<file path="config.mk">
export PLATFORM = sky130hd
export DESIGN_NAME = timer_top
export DESIGN_NICKNAME = d
export VERILOG_FILES = /design/src/timer_pkg.sv /design/src/timer_cfg_if.sv /design/src/timer_regs.sv /design/src/timer_prescaler.sv /design/src/timer_datapath.sv /design/src/timer_top.sv
export SDC_FILE = /design/constraint.sdc
export NUM_CORES = 1
export LEC_CHECK = 0
export BUFFER_PORTS_ARGS = -buffer_cell sky130_fd_sc_hd__buf_2
export CELL_PAD_IN_SITES_DETAIL_PLACEMENT = 1
export CELL_PAD_IN_SITES_GLOBAL_PLACEMENT = 1
export CORE_AREA = 2 2 153 155
export CTS_CLUSTER_DIAMETER = 100
export DETAILED_ROUTE_END_ITERATION = 7
export DIE_AREA = 0 0 155 157
export HOLD_SLACK_MARGIN = 0.08
export PLACE_DENSITY_LB_ADDON = 0.2
export SYNTH_ARGS = -nofsm -noshare
export SYNTH_HDL_FRONTEND = slang
export SYNTH_SLANG_ARGS = --single-unit
</file>
<file path="constraint.sdc">
create_clock -name clk -period 6.7 [get_ports clk]
set_clock_uncertainty 0.1 [all_clocks]
set_input_delay 1.34 -clock clk [delete_from_list [all_inputs] [get_ports clk]]
set_output_delay 1.34 -clock clk [all_outputs]
set_load 0.01 [all_outputs]
</file>
<file path="src/timer_pkg.sv">
package timer_pkg;

    localparam int DATA_W = 32;  // Register bus width

    // Counting behavior selected through CTRL[1:0]
    typedef enum logic [1:0] {
        mode_off      = 2'd0,
        mode_one_shot = 2'd1,
        mode_periodic = 2'd2,
        mode_pwm      = 2'd3
    } timer_mode_t;

    typedef enum logic [2:0] {
        addr_ctrl     = 3'd0,
        addr_prescale = 3'd1,
        addr_reload   = 3'd2,
        addr_compare  = 3'd3,
        addr_count    = 3'd4,  // Read only
        addr_status   = 3'd5
    } reg_addr_t;

    localparam int CTRL_MODE_LSB  = 0;
    localparam int CTRL_MODE_MSB  = 1;
    localparam int CTRL_START_BIT = 2;  // Write only, reads as zero
    localparam int CTRL_STOP_BIT  = 3;  // Write only, reads as zero

    localparam int STATUS_TIMEOUT_BIT = 0;  // Sticky, write one to clear

endpackage

</file>
<file path="src/timer_cfg_if.sv">
`timescale 1ns/10ps

interface timer_cfg_if #(
    parameter int COUNT_W = 32,
    parameter int PRESC_W = 16
);
    import timer_pkg::*;

    timer_mode_t        mode;
    logic [PRESC_W-1:0] prescaler;    // Tick every prescaler+1 cycles
    logic [COUNT_W-1:0] reload_val;
    logic [COUNT_W-1:0] compare_val;  // PWM high time in ticks
    logic               start;        // One-cycle pulses from CTRL writes
    logic               stop;
    logic               running;
    logic               tick;
    logic               timeout;      // End of count in one-shot or periodic
    logic [COUNT_W-1:0] count;

    modport regs (
        output mode, prescaler, reload_val, compare_val, start, stop,
        input  timeout, count
    );

    modport presc (
        input  running, prescaler,
        output tick
    );

    modport dpath (
        input  mode, reload_val, compare_val, start, stop, tick,
        output running, timeout, count
    );

endinterface

</file>
<file path="src/timer_regs.sv">
`timescale 1ns/10ps

module timer_regs #(
    parameter int COUNT_W = 32,
    parameter int PRESC_W = 16
) (
    input  logic                         clk,
    input  logic                         rst_n,
    input  logic                         wr_en,
    input  logic                         rd_en,
    input  timer_pkg::reg_addr_t         addr,
    input  logic [timer_pkg::DATA_W-1:0] wdata,
    output logic [timer_pkg::DATA_W-1:0] rdata,
    output logic                         irq,
    timer_cfg_if.regs                    cfg
);
    import timer_pkg::*;

    timer_mode_t        mode_q;
    logic [PRESC_W-1:0] presc_q;
    logic [COUNT_W-1:0] reload_q;
    logic [COUNT_W-1:0] compare_q;
    logic               start_q;
    logic               stop_q;
    logic               timeout_flag;
    logic               status_clear;

    // Config registers and CTRL pulse generation
    always_ff @(posedge clk or negedge rst_n) begin
        if (!rst_n) begin
            mode_q    <= mode_off;
            presc_q   <= '0;
            reload_q  <= '0;
            compare_q <= '0;
            start_q   <= 1'b0;
            stop_q    <= 1'b0;
        end else begin
            start_q <= 1'b0;  // Pulses last one cycle
            stop_q  <= 1'b0;
            if (wr_en) begin
                case (addr)
                    addr_ctrl: begin
                        mode_q  <= timer_mode_t'(wdata[CTRL_MODE_MSB:CTRL_MODE_LSB]);
                        start_q <= wdata[CTRL_START_BIT];
                        stop_q  <= wdata[CTRL_STOP_BIT];
                    end
                    addr_prescale: presc_q   <= wdata[PRESC_W-1:0];
                    addr_reload:   reload_q  <= wdata[COUNT_W-1:0];
                    addr_compare:  compare_q <= wdata[COUNT_W-1:0];
                    default: ;  // COUNT is read only, STATUS handled below
                endcase
            end
        end
    end

    assign status_clear = wr_en && (addr == addr_status) && wdata[STATUS_TIMEOUT_BIT];

    // A new timeout beats a clear in the same cycle
    always_ff @(posedge clk or negedge rst_n) begin
        if (!rst_n) begin
            timeout_flag <= 1'b0;
        end else if (cfg.timeout) begin
            timeout_flag <= 1'b1;
        end else if (status_clear) begin
            timeout_flag <= 1'b0;
        end
    end

    assign irq = timeout_flag;

    always_comb begin
        rdata = '0;
        case (addr)
            addr_ctrl:     rdata = DATA_W'(mode_q);  // Start and stop read as zero
            addr_prescale: rdata = DATA_W'(presc_q);
            addr_reload:   rdata = DATA_W'(reload_q);
            addr_compare:  rdata = DATA_W'(compare_q);
            addr_count:    rdata = DATA_W'(cfg.count);  // Live counter value
            addr_status:   rdata[STATUS_TIMEOUT_BIT] = timeout_flag & rd_en;
            default:       rdata = '0;
        endcase
    end

    assign cfg.mode        = mode_q;
    assign cfg.prescaler   = presc_q;
    assign cfg.reload_val  = reload_q;
    assign cfg.compare_val = compare_q;
    assign cfg.start       = start_q;
    assign cfg.stop        = stop_q;

endmodule

</file>
<file path="src/timer_prescaler.sv">
`timescale 1ns/10ps

module timer_prescaler #(
    parameter int PRESC_W = 16
) (
    input  logic       clk,
    input  logic       rst_n,
    timer_cfg_if.presc cfg
);

    logic [PRESC_W-1:0] presc_cnt;
    logic               tick_q;

    always_ff @(posedge clk or negedge rst_n) begin
        if (!rst_n) begin
            presc_cnt <= '0;
            tick_q    <= 1'b0;
        end else if (!cfg.running) begin
            presc_cnt <= '0;  // Restart phase on every run
            tick_q    <= 1'b0;
        end else if (presc_cnt == cfg.prescaler) begin
            presc_cnt <= '0;
            tick_q    <= 1'b1;  // One tick per prescaler+1 cycles
        end else begin
            presc_cnt <= presc_cnt + 1'b1;
            tick_q    <= 1'b0;
        end
    end

    assign cfg.tick = tick_q;

endmodule

</file>
<file path="src/timer_datapath.sv">
`timescale 1ns/10ps

module timer_datapath #(
    parameter int COUNT_W = 32,
    parameter int PRESC_W = 16
) (
    input  logic       clk,
    input  logic       rst_n,
    timer_cfg_if.dpath cfg,
    output logic       pwm_out
);
    import timer_pkg::*;

    logic [COUNT_W-1:0] count_q;
    logic               running_q;
    logic               tick_en;       // Tick that the counter acts on
    logic               end_of_count;  // Last tick of a period
    logic [COUNT_W-1:0] pwm_thresh;

    // Off mode ignores ticks, other modes take the current mode at each tick
    assign tick_en      = running_q && cfg.tick && (cfg.mode != mode_off);
    assign end_of_count = tick_en && (count_q == COUNT_W'(1));

    always_ff @(posedge clk or negedge rst_n) begin
        if (!rst_n) begin
            count_q   <= '0;
            running_q <= 1'b0;
        end else if (cfg.stop) begin
            running_q <= 1'b0;  // Count holds its value
        end else if (cfg.start && !running_q) begin
            count_q   <= cfg.reload_val;
            running_q <= 1'b1;
        end else if (end_of_count) begin
            case (cfg.mode)
                mode_one_shot: begin
                    count_q   <= '0;
                    running_q <= 1'b0;
                end
                mode_periodic,
                mode_pwm: count_q <= cfg.reload_val;
                default: ;
            endcase
        end else if (tick_en) begin
            count_q <= count_q - 1'b1;
        end
    end

    // Timeout is high for the cycle of the last tick, so the status flag
    // catches it on the same edge that ends the period
    assign cfg.timeout = end_of_count &&
                         ((cfg.mode == mode_one_shot) || (cfg.mode == mode_periodic));

    assign cfg.running = running_q;
    assign cfg.count   = count_q;

    // High during the first compare_val ticks of each period
    assign pwm_thresh = cfg.reload_val - cfg.compare_val;

    always_comb begin
        pwm_out = 1'b0;
        if (running_q && (cfg.mode == mode_pwm)) begin
            pwm_out = (count_q > pwm_thresh);
        end
    end

endmodule

</file>
<file path="src/timer_top.sv">
`timescale 1ns/10ps

module timer_top #(
    parameter int COUNT_W = 32,  // At most DATA_W
    parameter int PRESC_W = 16
) (
    input  logic                         clk,
    input  logic                         rst_n,
    input  logic                         wr_en,
    input  logic                         rd_en,
    input  timer_pkg::reg_addr_t         addr,
    input  logic [timer_pkg::DATA_W-1:0] wdata,
    output logic [timer_pkg::DATA_W-1:0] rdata,
    output logic                         irq,
    output logic                         pwm_out
);

    // Config, pulses and status between the three blocks
    timer_cfg_if #(
        .COUNT_W(COUNT_W),
        .PRESC_W(PRESC_W)
    ) cfg_if ();

    timer_regs #(
        .COUNT_W(COUNT_W),
        .PRESC_W(PRESC_W)
    ) regs_inst (
        .clk   (clk),
        .rst_n (rst_n),
        .wr_en (wr_en),
        .rd_en (rd_en),
        .addr  (addr),
        .wdata (wdata),
        .rdata (rdata),
        .irq   (irq),
        .cfg   (cfg_if)
    );

    timer_prescaler #(
        .PRESC_W(PRESC_W)
    ) prescaler_inst (
        .clk   (clk),
        .rst_n (rst_n),
        .cfg   (cfg_if)
    );

    timer_datapath #(
        .COUNT_W(COUNT_W),
        .PRESC_W(PRESC_W)
    ) datapath_inst (
        .clk     (clk),
        .rst_n   (rst_n),
        .cfg     (cfg_if),
        .pwm_out (pwm_out)
    );

endmodule

</file>
### Word-level counts from Yosys, hierarchy flattened

Index checks and enable logic that the tools add are counted.

* equal/unequal tests: 11
* bitwise logic cells: 2
* order comparisons: 1
* $add $sub $neg: 3
* reductions and logical operators: 23
* muxes and demuxes: 21

Operator list (number)
* case mux 31 bit (5 select lines): 1
* 2-to-1 mux 32 bit: 3
* case mux 32 bit (2 select lines): 1
* equality test 32 x 1 -> 1 bit (second input constant): 1
* greater-than comparator 32 bit: 1
* 2-to-1 mux 16 bit: 2
* subtractor 32 x 1 -> 32 bit (second input constant): 1
* subtractor 32 bit: 1
* adder 16 x 1 -> 16 bit (second input constant): 1
* equality test 16 bit: 1
* 2-to-1 mux 1 bit: 13
* AND reduction 2 bit: 5
* nonzero test 3 bit: 3
* logical AND 1 bit: 8
* equality test 3 x 2 -> 1 bit (second input constant): 2
* equality test 3 bit (second input constant): 2
* case mux 1 bit (6 select lines): 1
* equality test 2 bit (second input constant): 2
* != test 4 bit (second input constant): 1
* nonzero test 2 bit: 2
* equality test 3 x 1 -> 1 bit (second input constant): 1
* zero test 3 bit: 1
* AND reduction 3 bit: 1
* equality test 2 x 1 -> 1 bit (second input constant): 1
* 5 further kinds: 5

* output and inout bits: 34
* logic and storage cells: 72
* register bits: 135

### Logic depth before layout (Yosys ltp)

Gate-level depths: netlist (run 1).

* depth after elaboration: 6
* mapped depth: 18
* gate-level depth less buffers: 18

### Cells and area by module

From an unflattened synthesis (run 1), not the netlist that was laid out.

* cell total of the unflattened synthesis: 1018
* area total of the unflattened synthesis: 9791.9 um^2

Modules (own cells, without submodules)
* timer_datapath: cells an instance 632, times used 1, area an instance 4798.4 um^2
* timer_regs: cells an instance 286, times used 1, area an instance 3985.1 um^2
* timer_prescaler: cells an instance 100, times used 1, area an instance 1008.5 um^2

### Worst setup path after synthesis (run 1)

Ideal clock, no wire load.

* path kind: register to output
* from: register regs_inst.reload_q[0] (netlist: regs_inst.cfg.reload_val[0])
* to: output port pwm_out
* required time: 5.260 ns
* stages on the path, launching flop included: 18
* buffers on the path: 0
* data arrival time: 3.484 ns
* slack: 1.776 ns
* cell sequence: dfrtp_1 > inv_1 > ha_1 > inv_1 > fa_1 > a211oi_1 > o21ai_0 > a32oi_1 > o21ai_1 > a41o_1 > a21oi_1 > xor2_1 > ha_1 > nand2_1 > nor4_1 > and4_1 > a21boi_0 > o31a_1

* word-level cells in the longest chain between the ends: 3

Ends and longest elaborated chain
* start, declared: line timer_regs.sv:21 `logic [COUNT_W-1:0] reload_q;`
* start signal, assigned: line timer_regs.sv:48 `addr_reload: reload_q <= wdata[COUNT_W-1:0];`
* subtractor 32 bit: line timer_datapath.sv:57 `assign pwm_thresh = cfg.reload_val - cfg.compare_val;`
* greater-than comparator 32 bit: line timer_datapath.sv:62 `pwm_out = (count_q > pwm_thresh);`
* 2-to-1 mux 1 bit: line timer_datapath.sv:61 `if (running_q && (cfg.mode == mode_pwm)) begin`
* end, declared: line timer_top.sv:15 `output logic pwm_out`

Every way passes these cells.

### Final worst setup path (run 1)

Same ends and word-level chain as after synthesis.

==> results of run 1 <==
-- metal layers --
layer  wire [um]  share of wire, %  vias up  track usage, %
li1            -                 -     3895               -
met3        1081               3.6       34           4.350
met1       14390                47     4192           35.68
met5           0                 0        -               0
met2       14540                48      149           43.39
met4         414               1.4        0           5.864
-- logic make-up (layout without fill, tap and decap cells) --
family	Yosys count	after routing	share of synthesized area [%]
compound gates	280	280	18.90
xor+xnor	56	56	5.207
fa+ha+maj	71	71	9.511
buf+inv	85	155	3.586
flops	135	135	35.87
mux	95	95	11.41
simple gates	297	297	15.52
-- flip-flops by register name, indices dropped and copies added (netlist names) --
signal	count
datapath_inst.cfg.count	32
regs_inst.cfg.compare_val	32
regs_inst.cfg.reload_val	32
prescaler_inst.presc_cnt	16
regs_inst.cfg.prescaler	16
regs_inst.cfg.mode	2
datapath_inst.cfg.running	1
prescaler_inst.cfg.tick	1
regs_inst.cfg.start	1
regs_inst.cfg.stop	1
regs_inst.irq	1
-- metrics by stage --
stage,power [mW],cells
6_report,3.548,1374
5_1_grt,3.804,1374
4_1_cts,3.552,1374
3_5_place_dp,2.569,1343
3_3_place_gp,2.536,1343
2_1_floorplan,2.133,1019
-- critical path, cell delays in order (launching register included) --
cell	delay, ns
dfrtp_1	0.37
inv_1	0.10
ha_1	0.17
inv_1	0.05
fa_1	0.42
a211oi_1	0.27
o21ai_0	0.27
a32oi_1	0.30
o21ai_1	0.25
a41o_1	0.30
a21oi_1	0.17
xor2_1	0.09
ha_1	0.28
nand2_1	0.06
nor4_1	0.39
and4_1	0.29
a21boi_0	0.18
o31a_1	0.18
buf_2	0.15
-- path summary, 6_finish.rpt --
path	start	to	slack, ns	depth (start not counted)
max reg2reg	regs_inst.cfg.mode[1]	datapath_inst.cfg.count[17]	2.90	9
min	prescaler_inst.presc_cnt[0]	prescaler_inst.presc_cnt[0]	0.41	1
max in group asynchronous	rst_n	regs_inst.cfg.reload_val[20]	4.44	2
min reg2reg	prescaler_inst.presc_cnt[0]	prescaler_inst.presc_cnt[0]	0.41	1
max	regs_inst.cfg.reload_val[0]	pwm_out	0.54	18
min in group asynchronous	rst_n	prescaler_inst.presc_cnt[8]	0.85	1
-- power by group through the flow --
stage / combinational (mW) / clock, mW / sequential [mW]
floorplan: 1.08 / 0 / 1.05
global route: 1.68 / 1.01 / 1.12
CTS: 1.48 / 0.972 / 1.10
global placement: 1.43 / 0 / 1.10
finish: 1.49 / 0.961 / 1.10
detailed placement: 1.46 / 0 / 1.11
-- cells in the mapped netlist, types with 8 or more instances --
cell,instances
o21ai_0,81
a21o_1,12
a31oi_1,9
mux2_2,79
nand4_1,15
a211oi_1,9
nor2_1,59
xnor2_1,14
nor4_1,8
nor3_1,25
nor2b_1,9
a21oi_1,51
mux2i_1,14
ha_1,70
clkbuf_1,34
nand3_1,29
a22oi_1,41
o211ai_1,9
nand2_1,97
and3_1,10
inv_1,43
xor2_1,42
o22ai_1,14
dfrtp_1,135
-- cell type report --
class                           count  area [um^2]
Fill cell                        2594        11860
Multi-Input combinational cell    799         5728
Sequential cell                   135         3378
Clock buffer                       20        456.7
Timing Repair Buffer               81        434.2
Tap cell                          285        356.6
Inverter                           43        161.4
Clock inverter                     11        125.1
==> metrics, run 1 <==
power density over the cells=~330 nW/um^2; Switching Fraction=approximately two fifths; Final TNS setup=0 ns; CTS tree=done; DRC Markers=0; Synth area leader=dfrtp_1; worst-skew pair later-pin latency=around 0.44 ns; grt total ovfl=0; final max-slew violation count=0; CTS Buffer Depth=2; Final period util=91.91%; Syn Area/Cell=a little over 9 um^2; Worst Max-Slew Pin Slew=roughly 1.0 ns; HPWL Detailed=22.43 mm; Mapped Area=9419 um^2; die width=155 um; outcome=completed; Final Hold Vio Count=0; sequential area share after synthesis=a little over a third; diode count=0; Die H=~160 um; cts bufs inserted=17; Critical Path Source Type=flop; Hold Buf Count CTS=0; initial antenna violation count=0; CP required=approximately 5.3 ns; combinational share of power=a little over two fifths; Post-Place Setup Slack=~1.1 ns; minimum clock period=between 6 and 7 ns; post-synth top area share=35.87%; post_cts resized=0; Finished Cell Area=approximately 11000 um^2; peak supply drop=between 0.15 and 0.2 mV; ANT nets after route=0; Rel. slew slack=about a third; Post-DP Area=roughly 10000 um^2; Synth Warn #=0; Worst-path clk slew=about 0.060 ns; first-pass GRT wire length=between 40 and 50 mm; Synth Flop Type=dfrtp_1; final RePlAce weighted congestion=0.8722; initial drt markers=around 510; routed len/inst=around 22 um; P_sw=about 1.4 mW; Post-CTS Setup Inserts=0; PortBufs=between 70 and 80; CP Capture Type=primary output; Starting Density=41.86%; HP Class=reg -> reg; clock root cell=clkbuf_16; drt pass-1 iters=5; area delta synth->final=12.96%; total die area=about 24000 um^2; # Max-Cap Violations=0; P_leak=~4.8 nW; layout cells sized above 1=between 10% and 20%; clock network power share=27.1%; Syn Inst Count=1019; number of library cell types mapped by synthesis=65; Synth Register Bits=between 100 and 150; core area=approximately 23000 um^2; EDFF count, synth=0; most frequent cells in the layout=dfrtp_1, nand2_1, o21ai_0; Vias=about 8300; Int Pwr=~2.1 mW; top post-synthesis cells by area=dfrtp_1, mux2_2, ha_1, o21ai_0, xor2_1; IO Pins=73; Async S/R FF share, synth=100.0%; Clock Sinks=135; pin count of the biggest net entering global routing=83; leading cell type in the layout, fill and taps excluded=dfrtp_1; crit path DAT=4.72 ns; Seq pwr share=between 30% and 40%; nets@finish=approximately 1200; WL final=30.43 mm; setup violators final=0; htree depth=4; Max Fanout on Critical Path=6; final worst slack=about 0.54 ns; RSZ-0062 raised after global routing=no; Peak Freq=162.4 MHz; gr usage total=a little over a quarter; final core occ=a little under half; via-per-instance ratio=between 6 and 7; WS Path Type=reg -> out; vias in the first global route=8626; syn nets=about 1100; Rows=55; Hold WS=between 0.4 and 0.5 ns
Note: power is estimated with default switching activity, not from simulation.
==> run 2, diff against run 1 <==
--- a/config.mk
+++ b/config.mk
@@ -6,7 +6,7 @@
 export NUM_CORES = 1
 export LEC_CHECK = 0
 export BUFFER_PORTS_ARGS = -buffer_cell sky130_fd_sc_hd__buf_2
-export CELL_PAD_IN_SITES_DETAIL_PLACEMENT = 1
+export CELL_PAD_IN_SITES_DETAIL_PLACEMENT = 0
 export CELL_PAD_IN_SITES_GLOBAL_PLACEMENT = 1
 export CORE_AREA = 2 2 153 155
 export CTS_CLUSTER_DIAMETER = 100
==> run 2 against run 1 <==
Compared with the run above: global-route usage fell by 2.2 points; register-to-register slack gained 0.03 ns; first-iteration DRC count fell by 5.3%; critical path depth stayed put; die area stayed put.
==> metrics, run 2 (synthesis gave the netlist of run 1 again) <==
ANT nets after route=0; diode count=0; Post-DP Area=just over 10000 um^2; Worst-path clk slew=around 0.060 ns; Switching Fraction=between 30% and 40%; initial drt markers=a little under 500; RSZ-0062 raised after global routing=no; leading cell type in the layout, fill and taps excluded=dfrtp_1; # Max-Cap Violations=0; core area=22500 um^2; Starting Density=41.86%; routed len/inst=20.66 um; Final Hold Vio Count=0; critical path cell sequence=inv_1 -> ha_1 -> inv_1 -> fa_1 -> a211oi_1 -> o21ai_0 -> a32oi_1 -> o21ai_1 -> a41o_1 -> a21oi_1 -> xor2_1 -> ha_1 -> nand2_1 -> nor4_1 -> and4_1 -> a21boi_0 -> o31a_1 -> buf_2; slowest CP cell=fa_1; combinational share of power=between 40% and 50%; peak supply drop=roughly 0.16 mV; HP Class=reg -> reg; Int Pwr=about 2.2 mW; area delta synth->final=13.30%; vias in the first global route=7953; DRC Markers=0; Post-Place Setup Slack=approximately 1.0 ns; die width=between 150 and 200 um; PortBufs=a little over 70; WL final=28.41 mm; HPWL Detailed=20.87 mm; final core occ=between 40 and 50%; Rows=55; Hold WS=between 0.3 and 0.4 ns; Max Fanout on Critical Path=6; htree depth=4; cts bufs inserted=17; initial antenna violation count=0; Final Power=between 3 and 4 mW; CTS tree=done; Rel. slew slack=34.60%; P_sw=approximately 1.4 mW; Die H=approximately 160 um; Final Non-Filler Cells=1375; Clock Sinks=about 140; nets@finish=roughly 1200; WS Path Type=reg -> out; final RePlAce weighted congestion=approximately 0.87; Final period util=slightly above 90%; clock root cell=clkbuf_16; CP max stage delay=0.42 ns; final max-slew violation count=0; total die area=approximately 24000 um^2; Finished Cell Area=~11000 um^2; outcome=completed; drt pass-1 iters=7; first-pass GRT wire length=between 40 and 50 mm; Hold Buf Count CTS=0; Critical Path Source Type=flop; Peak Freq=roughly 160 MHz; CTS Buffer Depth=2; CP Capture Type=primary output; crit path DAT=~4.8 ns; via-per-instance ratio=about 5.9; Worst Max-Slew Pin Slew=approximately 0.98 ns; gr usage total=a little under a quarter; CP delay by family, top=compound AO/OA/AOI/OAI gates; IO Pins=73; Final TNS setup=0 ns; Vias=about 8100; crit path buf inv count=3; setup violators final=0; clock network power share=between 20% and 30%; CP required=between 5 and 6 ns; Post-CTS Setup Inserts=0; most frequent cells in the layout=dfrtp_1, nand2_1, o21ai_0; layout cells sized above 1=a little under a fifth; power density over the cells=331.9 nW/um^2; final worst slack=~0.5 ns; P_leak=roughly 4.8 nW; Seq pwr share=between 30% and 40%; pin count of the biggest net entering global routing=just over 80; Placed Cells=around 1300; minimum clock period=roughly 6.2 ns; post_cts resized=0; worst-skew pair later-pin latency=~0.43 ns; grt total ovfl=0
run 2: cell types whose count changed in the layout (fill, tap and decap cells not counted), sizes merged:
| cell | before | now |
|---|---|---|
| clkinv | 6 | 4 |
| inv | 44 | 46 |
| clkinvlp | 2 | 3 |
| bufinv | 2 | 3 |
| clkbuf | 20 | 19 |
run 2: final timing paths:
kind                                        startpoint                             to  slack (ns)  cells past startpoint
max reg2reg                      regs_inst.cfg.mode[1]    datapath_inst.cfg.count[25]        2.93                      9
max in group asynchronous                        rst_n  regs_inst.cfg.compare_val[20]        4.42                      2
min                        prescaler_inst.presc_cnt[0]    prescaler_inst.presc_cnt[0]        0.40                      1
max                        regs_inst.cfg.reload_val[0]                        pwm_out        0.49                     18
min reg2reg                prescaler_inst.presc_cnt[0]    prescaler_inst.presc_cnt[0]        0.40                      1
min in group asynchronous                        rst_n   prescaler_inst.presc_cnt[10]        0.86                      1
run 2: routing by layer:
layer,global-route usage (%),vias up,wire length (um)
li1,-,3911,-
met1,33.37,3990,13910
met2,38.39,167,12990
met3,3.634,33,996
met4,6.966,0,515
met5,0,-,0
run 2: worst register-to-register path, cell delays in order (launching register included):
cell,delay [ns]
dfrtp_1,0.51
inv_1,0.17
ha_1,0.22
nand3b_1,0.26
a21oi_2,0.84
nand2_1,0.44
nand2_1,0.56
buf_4,0.37
a22oi_1,0.14
o21ai_0,0.09
run 2: cell type report:
type,instances,area (um^2)
multi-input cells,799,5728
well taps,285,356.6
clock buffers,19,442.9
fillers,2180,11830
flip-flops and latches,135,3378
repair buffers,81,434.2
inverters,43,161.4
clock inverters,13,170.2
run 2: power groups by stage:
stage	logic (mW)	clock network [mW]	registers (mW)
floorplan	1.08	0	1.05
global route	1.63	1.05	1.11
global placement	1.43	0	1.10
CTS	1.44	1.02	1.09
finish	1.45	1.00	1.09
detailed placement	1.43	0	1.11
==> run 3, diff against run 2 <==
--- a/config.mk
+++ b/config.mk
@@ -5,14 +5,16 @@
 export SDC_FILE = /design/constraint.sdc
 export NUM_CORES = 1
 export LEC_CHECK = 0
+export ABC_AREA = 1
 export BUFFER_PORTS_ARGS = -buffer_cell sky130_fd_sc_hd__buf_2
 export CELL_PAD_IN_SITES_DETAIL_PLACEMENT = 0
 export CELL_PAD_IN_SITES_GLOBAL_PLACEMENT = 1
-export CORE_AREA = 2 2 153 155
+export CORE_AREA = 2 2 160 162
 export CTS_CLUSTER_DIAMETER = 100
 export DETAILED_ROUTE_END_ITERATION = 7
-export DIE_AREA = 0 0 155 157
+export DIE_AREA = 0 0 162 164
 export HOLD_SLACK_MARGIN = 0.08
+export MAX_ROUTING_LAYER = met4
 export PLACE_DENSITY_LB_ADDON = 0.2
 export SYNTH_ARGS = -nofsm -noshare
 export SYNTH_HDL_FRONTEND = slang
==> run 3 against run 2 <==
Compared with the run above: non-clock buffer count is 4 lower; synthesized area rose by 8.8%; sequential power is 10% higher; critical endpoint unchanged; cell area is 7.9% higher; largest cell class unchanged; wire length grew 23%; first-iteration DRC count is 100% higher; global-route usage increased by 3.9 points; clock power about the same; hold slack worse by 0.014 ns; critical path depth grew 3; sequential share of layout area decreased by 2.3 points.
==> metrics, run 3 <==
WL final=between 30 and 40 mm; first-pass GRT wire length=around 55 mm; Peak Freq=172.4 MHz; Post-CTS Setup Inserts=0; Final TNS setup=0 ns; # Max-Cap Violations=0; CP delay by family, top=simple AND/OR/NAND/NOR gates; Clock Sinks=135; peak supply drop=approximately 0.14 mV; Mapped Area=between 10000 and 15000 um^2; minimum clock period=5.800 ns; most frequent cells in the layout=nand2_1, inv_1, nor2_1; drt pass-1 iters=5; post_cts resized=0; Hold Buf Count CTS=0; Critical Path Source Type=flop; CTS tree=done; die width=about 160 um; outcome=completed; total die area=between 20000 and 30000 um^2; Final Hold Vio Count=0; Synth area leader=dfrtp_1; power density over the cells=approximately 350 nW/um^2; clock root cell=clkbuf_16; Worst-path clk slew=around 0.070 ns; htree depth=4; Synth Warn #=0; Finished Cell Area=~12000 um^2; Post-DP Area=around 11000 um^2; P_leak=5.710 nW; Synth Flop Type=dfrtp_1; HPWL Detailed=roughly 28 mm; HP Class=reg -> reg; via-per-instance ratio=between 5 and 6; crit path DAT=roughly 4.4 ns; slowest CP cell=o21ai_0; RSZ-0062 raised after global routing=no; Final Power=just under 4 mW; crit-path most repeated cell=nand2_1; Die H=approximately 160 um; grt total ovfl=0; gr usage total=27.76%; CP max stage delay=0.44 ns; diode count=0; Vias=between 10000 and 15000; area delta synth->final=12.27%; nets@finish=1658; final max-slew violation count=0; ANT nets after route=0; CP Capture Type=primary output; WS Path Type=reg -> out; Synth Register Bits=~140; post-synth top area share=around 33%; Rel. slew slack=26.70%; layout cells sized above 1=9.097%; number of library cell types mapped by synthesis=44; Async S/R FF share, synth=100.0%; final worst slack=0.9005 ns; vias in the first global route=9569; CTS Buffer Depth=2; final RePlAce weighted congestion=~0.98; Post-Place Setup Slack=about 1.4 ns; Rows=58; initial antenna violation count=1; Starting Density=41.31%; most common cell in the synthesized netlist=nand2_1; IO Pins=73; routed len/inst=roughly 18 um; setup violators final=0; Final period util=~87%; critical path cell sequence=inv_1 -> ha_1 -> inv_1 -> fa_1 -> nand2_1 -> nand2_1 -> nand2_1 -> nor3_1 -> nor2_1 -> o21ai_0 -> nand2_1 -> nand3_1 -> nand2_1 -> ha_1 -> nand2_1 -> inv_1 -> nand4_1 -> nor4_1 -> nand2_1 -> a21oi_1 -> buf_2; top post-synthesis cells by area=dfrtp_1, nand2_1, ha_1, o21ai_0, inv_1; Max Fanout on Critical Path=3; sequential area share after synthesis=~33%; DRC Markers=0; Synth top cells by count=nand2_1, inv_1, nor2_1; crit path buf inv count=4; core area=~25000 um^2; Worst Max-Slew Pin Slew=between 1 and 1.5 ns; CP required=approximately 5.3 ns; Syn Area/Cell=6.885 um^2; pin count of the biggest net entering global routing=between 70 and 80; syn nets=around 1600; EDFF count, synth=0; PortBufs=approximately 70; worst-skew pair later-pin latency=between 0.4 and 0.5 ns; leading cell type in the layout, fill and taps excluded=nand2_1; cts bufs inserted=17; initial drt markers=between 900 and 1000; Syn Inst Count=1489
[run 3: changes by cell type after synthesis, moves of 20 or more]
| cell | change |
|---|---|
| nand2_1 | +323 |
| inv_1 | +125 |
| nor2_1 | +108 |
| mux2_2 | -79 |
| o21ai_0 | +58 |
| nand3_1 | +47 |
| a22oi_1 | -38 |
| xor2_1 | -20 |
[run 3: cell families (layout without fill, tap and decap cells)]
family,Yosys count,in the layout,synth area share (%)
AOI/OAI and AO/OA,279,279,15.72
xor gates and xnor gates,51,51,4.357
adders and majority gates,71,71,8.738
buffers and inverters,211,283,7.993
DFF,135,135,32.95
and+or+nand+nor,742,742,30.24
[run 3: worst paths after layout]
check,from,endpoint,slack [ns],depth (start not counted)
worst min-delay path,regs_inst.cfg.compare_val[15],regs_inst.cfg.compare_val[15],0.39,2
worst max register to register,regs_inst.cfg.mode[1],datapath_inst.cfg.count[18],3.74,13
max in group asynchronous,rst_n,datapath_inst.cfg.count[30],4.35,2
min in group asynchronous,rst_n,prescaler_inst.presc_cnt[2],0.79,1
worst min register to register,regs_inst.cfg.compare_val[15],regs_inst.cfg.compare_val[15],0.39,2
worst max-delay path,regs_inst.cfg.reload_val[0],pwm_out,0.90,21
[run 3: routing by layer]
layer  up-vias  global-route usage, %  wire (um)
li1       5038                      -          -
met1      4807                  41.02      17270
met2       320                  39.73      14710
met3        39                  3.712       2309
met4         0                  7.562        681
met5         -                      -          0
[run 3: metrics by stage]
stage	cells	hold WS (ns)	utilization [%]
global placement	1859	0.3679	43.96
floorplan	1489	0.3530	-
CTS	1891	0.3884	46.38
global route	1891	0.4117	46.38
finish	1891	0.3852	46.38
detailed placement	1859	0.3729	43.96
[run 3: final cells by class]
cell class | instances | area (um^2)
Fill cell | 2667 | 13310
Multi-Input combinational cell | 1143 | 6062
Sequential cell | 135 | 3378
Inverter | 174 | 653.1
Clock buffer | 19 | 442.9
Tap cell | 330 | 412.9
Timing Repair Buffer | 77 | 404.1
Clock inverter | 13 | 156.4
[run 3: worst register-to-register path, stage by stage (launching register included)]
cell and delay, ns:
dfrtp_1 0.51, inv_1 0.11, ha_1 0.19, inv_1 0.06
nand3_2 0.15, nor2_1 0.15, nand2_1 0.07, nor2_2 0.32
nand3_1 0.14, nand2_2 0.50, nand2_1 0.31, nand2_1 0.12
nand2_1 0.05, o21ai_0 0.08
[run 3: power breakdown]
group,total (mW),leakage [nW],internal (mW),switching (mW)
clock network,0.996,0.288,0.571,0.425
registers,1.20,1.72,0.962,0.235
logic,1.78,3.70,0.639,1.14
